[config.mk]
export PLATFORM = sky130hd
export DESIGN_NAME = spi_master
export DESIGN_NICKNAME = d
export VERILOG_FILES = /design/src/spi_pkg.sv /design/src/spi_master.sv /design/src/spi_master_io.sv /design/src/spi_master_ctrl.sv /design/src/spi_master_fifo.sv /design/src/spi_master_regs.sv
export SDC_FILE = /design/constraint.sdc
export NUM_CORES = 1
export LEC_CHECK = 0
export BUFFER_PORTS_ARGS = -buffer_cell sky130_fd_sc_hd__buf_2
export CAP_MARGIN = 20
export CELL_PAD_IN_SITES_DETAIL_PLACEMENT = 2
export CELL_PAD_IN_SITES_GLOBAL_PLACEMENT = 2
export CORE_MARGIN = 10
export CORE_UTILIZATION = 45
export DETAILED_ROUTE_END_ITERATION = 10
export GPL_TIMING_DRIVEN = 0
export PLACE_DENSITY_LB_ADDON = 0.1
export SLEW_MARGIN = 25
export SYNTH_ARGS = -nofsm -noshare
export SYNTH_HDL_FRONTEND = slang
export SYNTH_SLANG_ARGS = --single-unit
[constraint.sdc]
create_clock -name clk -period 9.4 [get_ports clk]
set_input_delay 0 -clock clk [delete_from_list [all_inputs] [get_ports clk]]
set_output_delay 0 -clock clk [all_outputs]
set_load 0.05 [all_outputs]
[src/spi_pkg.sv]
`default_nettype none

package spi_pkg;

   localparam int aw = 32;  // address and data width

   //############################
   // register map
   //############################

   // offsets within dstaddr[5:0]
   localparam logic [5:0] spi_config = 6'h00;
   localparam logic [5:0] spi_status = 6'h04;
   localparam logic [5:0] spi_clkdiv = 6'h08;
   localparam logic [5:0] spi_tx     = 6'h10;
   localparam logic [5:0] spi_rx0    = 6'h20;  // rx bits 31:0
   localparam logic [5:0] spi_rx1    = 6'h24;  // rx bits 63:32

   localparam logic [aw-1:0] read_filler = 32'hDEADBEEF;  // unmapped reads

   //############################
   // packet types
   //############################

   // upper packet word
   typedef union packed {
      logic [aw-1:0] srcaddr;  // where the read reply goes
      logic [aw-1:0] data_hi;  // tx bytes 7 to 4 on 64-bit writes
   } emesh_hi_t;

   typedef struct packed {
      logic          write;
      logic [1:0]    datamode;  // 0=byte 1=half 2=word 3=double
      logic [4:0]    ctrlmode;
      logic [aw-1:0] dstaddr;
      emesh_hi_t     hi;
      logic [aw-1:0] data;
   } emesh_packet_t;

   // config register, bit 0 upward
   typedef struct packed {
      logic [3:0] rsvd;
      logic       lsbfirst;  // bit 3
      logic       cpha;      // bit 2
      logic       cpol;      // bit 1
      logic       spi_off;   // bit 0, set stops new transfers
   } spi_cfg_t;

   // one queued transmit word
   typedef struct packed {
      logic [3:0]  nbytes;  // 1 to 8
      logic [63:0] data;    // byte 0 goes out first
   } tx_entry_t;

   // byte count for a tx write of the given datamode
   function automatic logic [3:0] mode_nbytes(input logic [1:0] datamode);
      case (datamode)
         2'd0:    return 4'd1;
         2'd1:    return 4'd2;
         2'd2:    return 4'd4;
         default: return 4'd8;
      endcase
   endfunction

endpackage

`default_nettype wire
[src/spi_master.sv]
`timescale 1ns/1ps
`default_nettype none

module spi_master
  #(parameter int CLKDIV     = 1,
    parameter int FIFO_DEPTH = 4)
   (
   input  wire                          clk,
   input  wire                          nreset,
   input  wire                          access_in,
   input  wire spi_pkg::emesh_packet_t  packet_in,
   input  wire                          wait_in,
   input  wire                          miso,
   output wire                          access_out,
   output wire spi_pkg::emesh_packet_t  packet_out,
   output wire                          wait_out,   // tx queue full
   output wire                          sclk,
   output wire                          mosi,
   output wire                          ss_n
   );

   import spi_pkg::*;

   spi_cfg_t    cfg;
   logic [7:0]  clkdiv;
   logic        fifo_push;
   tx_entry_t   fifo_entry;
   logic        fifo_pop;
   tx_entry_t   head_entry;
   logic        fifo_full;
   logic        fifo_empty;
   logic        start;
   tx_entry_t   start_entry;
   logic        done;
   logic        busy;
   logic        rx_access;
   logic [63:0] rx_data;
   logic        spi_en;

   assign spi_en = ~cfg.spi_off;  // enabled out of reset

   spi_master_regs #(.CLKDIV(CLKDIV)) i_regs (
      .clk, .nreset, .access_in, .packet_in, .rx_access, .rx_data, .busy, .fifo_full,
      .wait_in, .access_out, .packet_out, .wait_out, .fifo_push, .fifo_entry, .cfg, .clkdiv);

   spi_master_fifo #(.FIFO_DEPTH(FIFO_DEPTH)) i_fifo (
      .clk, .nreset, .push(fifo_push), .push_entry(fifo_entry), .pop(fifo_pop),
      .pop_entry(head_entry), .full(fifo_full), .empty(fifo_empty));

   spi_master_ctrl i_ctrl (
      .clk, .nreset, .spi_en, .fifo_empty, .head_entry, .done, .fifo_pop, .start,
      .start_entry, .ss_n, .busy);

   // serial engine
   spi_master_io i_io (
      .clk, .nreset, .start, .entry(start_entry), .clkdiv, .cpol(cfg.cpol), .cpha(cfg.cpha),
      .lsbfirst(cfg.lsbfirst), .miso, .sclk, .mosi, .done, .rx_access, .rx_data);

endmodule

`default_nettype wire

[src/spi_master_io.sv]
`timescale 1ns/1ps
`default_nettype none

module spi_master_io
   (
   input  wire                      clk,
   input  wire                      nreset,
   input  wire                      start,
   input  wire spi_pkg::tx_entry_t  entry,
   input  wire [7:0]                clkdiv,     // half period is clkdiv+1 cycles
   input  wire                      cpol,
   input  wire                      cpha,
   input  wire                      lsbfirst,
   input  wire                      miso,
   output logic                     sclk,
   output logic                     mosi,
   output logic                     done,
   output logic                     rx_access,  // pulse per received byte
   output logic [63:0]              rx_data
   );

   logic        active;
   logic [7:0]  div_cnt;
   logic        tick;       // end of a half period
   logic        sclk_int;   // 0 is idle level
   logic [3:0]  half_cnt;   // half period within byte
   logic [3:0]  half_m1;
   logic [3:0]  byte_cnt;
   logic [3:0]  nbytes;
   logic [63:0] tx_sr;      // current byte in 7:0
   logic [7:0]  rx_byte;
   logic [7:0]  rx_next;
   logic [2:0]  tx_idx;
   logic [2:0]  tx_pos;
   logic [2:0]  rx_pos;
   logic        sample;
   logic        byte_end;

   assign tick     = active && (div_cnt >= clkdiv);
   assign byte_end = tick && (half_cnt == 4'd15);
   assign sample   = tick && (half_cnt[0] == cpha);  // leading edge when cpha=0

   //############################
   // bit select
   //############################

   // cpha=1 launches on leading edges, so the bit lags one half period
   assign half_m1 = half_cnt - 4'd1;
   assign tx_idx  = cpha ? ((half_cnt == 4'd0) ? 3'd0 : half_m1[3:1]) : half_cnt[3:1];
   assign tx_pos  = lsbfirst ? tx_idx : ~tx_idx;              // ~idx is 7-idx
   assign rx_pos  = lsbfirst ? half_cnt[3:1] : ~half_cnt[3:1];

   assign mosi = active & tx_sr[tx_pos];
   assign sclk = cpol ^ sclk_int;

   always_comb
   begin
      rx_next = rx_byte;
      if (sample)
         rx_next[rx_pos] = miso;  // back into original bit place
   end

   //############################
   // counters
   //############################

   always_ff @(posedge clk or negedge nreset)
   begin
      if (!nreset)
      begin
         active    <= 1'b0;
         div_cnt   <= '0;
         sclk_int  <= 1'b0;
         half_cnt  <= '0;
         byte_cnt  <= '0;
         done      <= 1'b0;
         rx_access <= 1'b0;
         rx_data   <= '0;
      end
      else
      begin
         done      <= 1'b0;
         rx_access <= 1'b0;
         if (start)
         begin
            active   <= 1'b1;
            div_cnt  <= '0;
            sclk_int <= 1'b0;
            half_cnt <= '0;
            byte_cnt <= '0;
         end
         else if (active)
         begin
            div_cnt <= tick ? 8'd0 : div_cnt + 8'd1;
            if (tick)
            begin
               sclk_int <= ~sclk_int;
               half_cnt <= half_cnt + 4'd1;  // wraps at byte end
            end
            if (byte_end)
            begin
               rx_access <= 1'b1;
               rx_data   <= {rx_data[55:0], rx_next};  // newest byte at bottom
               byte_cnt  <= byte_cnt + 4'd1;
               if (byte_cnt == nbytes - 4'd1)
               begin
                  active <= 1'b0;  // sclk back at idle
                  done   <= 1'b1;
               end
            end
         end
      end
   end

   // payload shift registers
   always_ff @(posedge clk)
   begin
      if (start)
      begin
         tx_sr  <= entry.data;
         nbytes <= entry.nbytes;
      end
      else if (byte_end)
         tx_sr <= {8'b0, tx_sr[63:8]};  // next byte down
      rx_byte <= rx_next;
   end

endmodule

`default_nettype wire

[src/spi_master_ctrl.sv]
`timescale 1ns/1ps
`default_nettype none

module spi_master_ctrl
   (
   input  wire                      clk,
   input  wire                      nreset,
   input  wire                      spi_en,
   input  wire                      fifo_empty,
   input  wire spi_pkg::tx_entry_t  head_entry,
   input  wire                      done,         // engine finished word
   output logic                     fifo_pop,
   output logic                     start,        // engine kick, one cycle
   output spi_pkg::tx_entry_t       start_entry,
   output logic                     ss_n,
   output logic                     busy
   );

   typedef enum logic [1:0] {st_idle, st_select, st_shift, st_release} state_t;

   state_t state;
   logic   hold_cnt;  // ss_n high hold after a word

   //############################
   // transfer fsm
   //############################

   always_ff @(posedge clk or negedge nreset)
   begin
      if (!nreset)
      begin
         state    <= st_idle;
         ss_n     <= 1'b1;
         start    <= 1'b0;
         hold_cnt <= 1'b0;
      end
      else
      begin
         start <= 1'b0;
         case (state)
            st_idle:
               if (spi_en && !fifo_empty)
               begin
                  ss_n  <= 1'b0;       // select slave first
                  state <= st_select;
               end
            st_select:
            begin
               start <= 1'b1;          // head popped this cycle
               state <= st_shift;
            end
            st_shift:
               if (done)
               begin
                  ss_n     <= 1'b1;
                  hold_cnt <= 1'b1;
                  state    <= st_release;
               end
            st_release:
               if (hold_cnt)
                  hold_cnt <= 1'b0;
               else
                  state <= st_idle;    // 2 cycles deselected
            default:
               state <= st_idle;
         endcase
      end
   end

   // head is captured as it leaves the queue
   always_ff @(posedge clk)
   begin
      if (state == st_select)
         start_entry <= head_entry;
   end

   assign fifo_pop = (state == st_select);
   assign busy     = (state != st_idle);

   start_selected_a : assert property (@(posedge clk) disable iff (!nreset) start |-> !ss_n)
      else $error("engine started with slave deselected");
   done_in_shift_a : assert property (@(posedge clk) disable iff (!nreset)
      done |-> (state == st_shift))
      else $error("engine done outside a transfer");

endmodule

`default_nettype wire

[src/spi_master_fifo.sv]
`timescale 1ns/1ps
`default_nettype none

module spi_master_fifo
  #(parameter int FIFO_DEPTH = 4)
   (
   input  wire                      clk,
   input  wire                      nreset,
   input  wire                      push,
   input  wire spi_pkg::tx_entry_t  push_entry,
   input  wire                      pop,
   output spi_pkg::tx_entry_t       pop_entry,  // head of queue
   output logic                     full,
   output logic                     empty
   );

   import spi_pkg::*;

   localparam int ptr_w = $clog2(FIFO_DEPTH);

   tx_entry_t        mem [FIFO_DEPTH];
   logic [ptr_w:0]   wr_ptr;  // msb is the wrap bit
   logic [ptr_w:0]   rd_ptr;

   //############################
   // pointers
   //############################

   always_ff @(posedge clk or negedge nreset)
   begin
      if (!nreset)
      begin
         wr_ptr <= '0;
         rd_ptr <= '0;
      end
      else
      begin
         if (push && !full)
            wr_ptr <= wr_ptr + 1'b1;
         if (pop && !empty)
            rd_ptr <= rd_ptr + 1'b1;
      end
   end

   // storage
   always_ff @(posedge clk)
   begin
      if (push && !full)
         mem[wr_ptr[ptr_w-1:0]] <= push_entry;
   end

   assign pop_entry = mem[rd_ptr[ptr_w-1:0]];
   assign empty     = (wr_ptr == rd_ptr);
   assign full      = (wr_ptr[ptr_w] != rd_ptr[ptr_w]) &&
                      (wr_ptr[ptr_w-1:0] == rd_ptr[ptr_w-1:0]);  // same slot, one lap ahead

   no_underflow_a : assert property (@(posedge clk) disable iff (!nreset) !(pop && empty))
      else $error("tx fifo pop while empty");
   no_overflow_a : assert property (@(posedge clk) disable iff (!nreset) !(push && full))
      else $error("tx fifo push while full");

endmodule

`default_nettype wire

[src/spi_master_regs.sv]
`timescale 1ns/1ps
`default_nettype none

module spi_master_regs
  #(parameter int CLKDIV = 1)
   (
   input  wire                          clk,
   input  wire                          nreset,
   input  wire                          access_in,   // request strobe
   input  wire spi_pkg::emesh_packet_t  packet_in,
   input  wire                          rx_access,   // byte received
   input  wire [63:0]                   rx_data,
   input  wire                          busy,
   input  wire                          fifo_full,
   input  wire                          wait_in,     // core push-back, replies not held
   output logic                         access_out,  // read reply strobe
   output spi_pkg::emesh_packet_t       packet_out,
   output logic                         wait_out,
   output logic                         fifo_push,
   output spi_pkg::tx_entry_t           fifo_entry,
   output spi_pkg::spi_cfg_t            cfg,
   output logic [7:0]                   clkdiv
   );

   import spi_pkg::*;

   spi_cfg_t      config_reg;
   logic [7:0]    clkdiv_reg;
   logic [7:0]    status_reg;
   logic [63:0]   rx_reg;
   logic [aw-1:0] reg_rdata;     // registered read value
   logic [aw-1:0] dstaddr_out;
   logic [4:0]    ctrlmode_out;
   logic [1:0]    datamode_out;
   logic [5:0]    offset;
   logic          reg_write;
   logic          reg_read;
   logic          config_write;
   logic          status_write;
   logic          clkdiv_write;
   logic          tx_write;

   //############################
   // decode
   //############################

   assign offset       = packet_in.dstaddr[5:0];
   assign reg_write    = access_in & packet_in.write;
   assign reg_read     = access_in & ~packet_in.write;
   assign config_write = reg_write & (offset == spi_config);
   assign status_write = reg_write & (offset == spi_status);
   assign clkdiv_write = reg_write & (offset == spi_clkdiv);
   assign tx_write     = reg_write & (offset == spi_tx);

   //############################
   // registers
   //############################

   always_ff @(posedge clk or negedge nreset)
   begin
      if (!nreset)
      begin
         config_reg <= '0;              // spi on by default
         clkdiv_reg <= 8'(CLKDIV);
         status_reg <= '0;
         rx_reg     <= '0;
      end
      else
      begin
         if (config_write)
            config_reg <= spi_cfg_t'(packet_in.data[7:0]);
         if (clkdiv_write)
            clkdiv_reg <= packet_in.data[7:0];
         if (status_write)
            status_reg <= packet_in.data[7:0];  // clears sticky rx flag
         else
            status_reg <= {5'b0, fifo_full, busy, rx_access | status_reg[0]};
         if (rx_access)
            rx_reg <= rx_data;           // whole shift window
      end
   end

   assign cfg    = config_reg;
   assign clkdiv = clkdiv_reg;

   // tx queue push, dropped when full
   assign fifo_push         = tx_write & ~fifo_full;
   assign fifo_entry.nbytes = mode_nbytes(packet_in.datamode);
   assign fifo_entry.data   = {(packet_in.datamode == 2'd3) ? packet_in.hi.data_hi : 32'b0,
                               packet_in.data};
   assign wait_out          = fifo_full;

   //############################
   // readback
   //############################

   always_ff @(posedge clk)
   begin
      if (reg_read)
      begin
         case (offset)
            spi_config: reg_rdata <= {24'b0, config_reg};
            spi_status: reg_rdata <= {24'b0, status_reg};
            spi_clkdiv: reg_rdata <= {24'b0, clkdiv_reg};
            spi_rx0:    reg_rdata <= rx_reg[31:0];
            spi_rx1:    reg_rdata <= rx_reg[63:32];
            default:    reg_rdata <= read_filler;
         endcase
      end
      dstaddr_out  <= packet_in.hi.srcaddr;  // reply goes back to source
      ctrlmode_out <= packet_in.ctrlmode;
      datamode_out <= packet_in.datamode;
   end

   always_ff @(posedge clk or negedge nreset)
   begin
      if (!nreset)
         access_out <= 1'b0;
      else
         access_out <= reg_read;  // reads only
   end

   always_comb
   begin
      packet_out.write      = 1'b1;
      packet_out.datamode   = datamode_out;
      packet_out.ctrlmode   = ctrlmode_out;
      packet_out.dstaddr    = dstaddr_out;
      packet_out.hi.srcaddr = '0;
      packet_out.data       = reg_rdata;
   end

   // core must honor wait_out before queueing tx data
   tx_overflow_a : assert property (@(posedge clk) disable iff (!nreset)
      !(tx_write && fifo_full))
      else $error("spi tx write while fifo full");

endmodule

`default_nettype wire

==> results.tsv <==
metric	value	unit
status	finished, final reports clean	
r2r_cells	6	
pwr-share-clk	33.0	%
rrSetupSlack	6.00	ns
drt_iter0_markers	787	
nets	1904	
start_util	45.46	%
finalSetupTns	0	ns
fp-row-count	87	
coreArea	56500	sq um
drv_cap	0	
cts_tree	built	
fp.dieW	258.9	um
dp.cells	2371	
ant_nets	0	
power	8.382	mW
drc	0	
cp-startpoint	i_io.half_cnt[1]	
synth_adder_area_share	1.121	%
fillers	4919	
grt-ovfl-total	0	
holdPathStages	4	
min_to	i_regs.cfg[6]	
power_frac_comb	21.0	%
synthArstFlopShare	27.42	%
place_congestion	0.7332	
synthSimpleGateAreaFrac	4.010	%
fin_skew	0.02443	ns
hold_class	in -> reg	
leakage	12.17	nW
syn_to_final_growth	20.76	%
timing.rr.end	i_fifo.mem[1][50]	
syn_area	25680	sq um
avgSynthCellArea	18.15	sq um
p_seq_share	46.0	%
synth_top_family_by_area	multiplexers	
viasPerCell	5.386	
maxSlewViolCount	0	
max_freq	0.2810	GHz
clockRootBuffer	clkbuf_16	
totalWireLength	70000	um
htreeDepth	3	
setup_viol	0	
power.density	270.3	nW/um^2
cp.arrival	3.56	ns
holdWs	0.02786	ns
grt_pass1_wl	106500	um
crit_type	reg -> out	
synthCells	1415	
tightest_slew	0.8847	ns
synth_cell_types	65	
yosysSeqAreaShare	73.05	%
layout_common_cells	edfxtp_1 (440), dfrtp_1 (182), mux2_2 (169), buf_2 (168), dlygate4sd3_1 (83)	
r2r-start	i_fifo.rd_ptr[1]	
rsz0062_at_grt	no	
synth_compound_area_share	2.938	%
path_max_fanout	10	
synth_flop_cell	edfxtp_1	
layout_commonest_cell	edfxtp_1	
stdcell_count	2586	
cts_buffers	71	
die_h	258.9	um
synth-seq-cells	671	
muxShareOfSynthArea	15.41	%
crit_path_start_kind	flip-flop	
switching_share	28.64	%
cts.sinks	671	
drive_above_1_share	31.82	%
cts_resized	0	
first_global_vias	16146	
clock_latency	0.62	ns
min_from	packet_in[65]	
finalCriticalPeriod	3.559	ns
clk_pin_slew	0.06	ns
grt_max_degree	85	
drt_first_pass_iters	5	
dp_hpwl	46420	um
crit_required	9.40	ns
vias	13927	
grt.total_usage	21.12	%
clock_path_buffers	3	
seq_area	18760	sq um
hold_viol	0	
ir_drop	0.1399	mV
synth-edff-count	440	
design.die.area	67030	sq um
largest_reg_flops	272	
switchingPower	2.401	mW
p_int	5.982	mW
port_buffers	157	
multi_input_area	6429	sq um
synth-xor-area-share	0.9159	%
antenna_found_initial	1	
relSlewSlack	41.02	%
critPathCaptureType	output pin	
synth_warnings	0	
io_pins	218	
wl_per_cell	27.07	um
fin_crit_sh	37.86	%
## what timing repair did
action / 4_1_cts / 5_1_grt
endpoints found under the hold margin: 457 / 5
hold buffers: 83 / 1
setup endpoints to repair: 0 / 0
setup buffers: 0 / 0
## layer usage
layer	vias up	part of all wire [%]	track usage [%]
met3	108	3.6	3.819
met5	-	0	0
li1	6087	-	-
met2	296	53	37.78
met1	7436	41	25.72
met4	0	2.5	6.012
## power groups by stage
stage	clock, mW	sequential, mW	combinational (mW)
floorplan	0	3.88	1.10
global placement	0	3.92	1.56
detailed placement	0	3.91	1.75
CTS	2.81	3.86	1.80
global route	2.94	3.89	1.91
finish	2.76	3.86	1.76
## Yosys cell counts, types with 3 or more instances
cell      number  area share [%]
nand4_1        4           0.097
nor2_1        31            0.45
o21ai_0       26            0.51
and3_1        35            0.85
a221o_1       18            0.70
a22o_1         7            0.24
buf_1          6           0.088
nor3_1         4           0.078
dfrtp_1      182              18
mux2i_1       14            0.55
mux2_1        34             1.5
nand3_1       25            0.49
clkbuf_1      38            0.56
mux2_2       169             7.4
buf_6          6            0.26
inv_1         25            0.37
or3_1          5            0.12
buf_2         12            0.23
edfxtp_1     440              51
ha_1          23             1.1
dfxtp_1       47             3.7
a21o_1         3           0.088
mux4_2        68             6.0
nand2_1       34            0.50
and2_1        18            0.44
nor4_1         3           0.073
nor2b_1        5            0.12
xnor2_1       19            0.65
a21oi_1       18            0.35
a31oi_1        9            0.22
xor2_1         6            0.20
buf_4         35             1.0
nand2b_1       4           0.097
## area by class of cell
cell class	instances	share of cell area, %
multi-input combinational	653	20.73
sequential	671	60.49
buffer	97	1.791
clock buffer	109	6.580
timing repair buffer	253	6.322
antenna	1	0.008068
inverter	25	0.3026
clock inverter	21	0.7302
tap	756	3.050
## cells by family after synthesis
logic type / Yosys count
buffers and inverters: 122
other: 2
AO/OA/AOI/OAI: 101
AND/OR/NAND/NOR: 185
flip-flops: 671
adder cells (fa/ha/maj): 23
multiplexers: 285
XOR/XNOR: 26
## metrics by stage
step | setup WS [ns] | cell area (sq um) | utilization [%]
floorplan | 2.644 | 25800 | -
global placement | -0.06778 | 27530 | 48.73
detailed placement | 5.972 | 27890 | 49.37
CTS | 5.823 | 31000 | 54.88
global route | 5.602 | 31010 | 54.89
finish | 5.841 | 31010 | 54.90
## worst max-delay path by stage
stage                           to  slack [ns]  cells past startpoint
finish                        mosi        5.84                      9
global route                  mosi        5.60                      9
CTS                           mosi        5.82                      9
detailed placement  i_io.tx_sr[51]        5.97                      7
global placement    i_io.tx_sr[61]       -0.07                      8
floorplan            i_io.tx_sr[0]        2.64                      7
## worst max-delay path: stages, from the launching register on
cell      delay (ns)
dfrtp_1         0.35
clkbuf_1        0.41
inv_1           0.09
ha_1            0.27
and4b_1         0.26
o21ai_0         0.41
nand3_1         0.18
a41o_1          0.26
nor4_1          0.36
buf_2           0.37
Note: power is estimated with default switching activity, not from simulation.
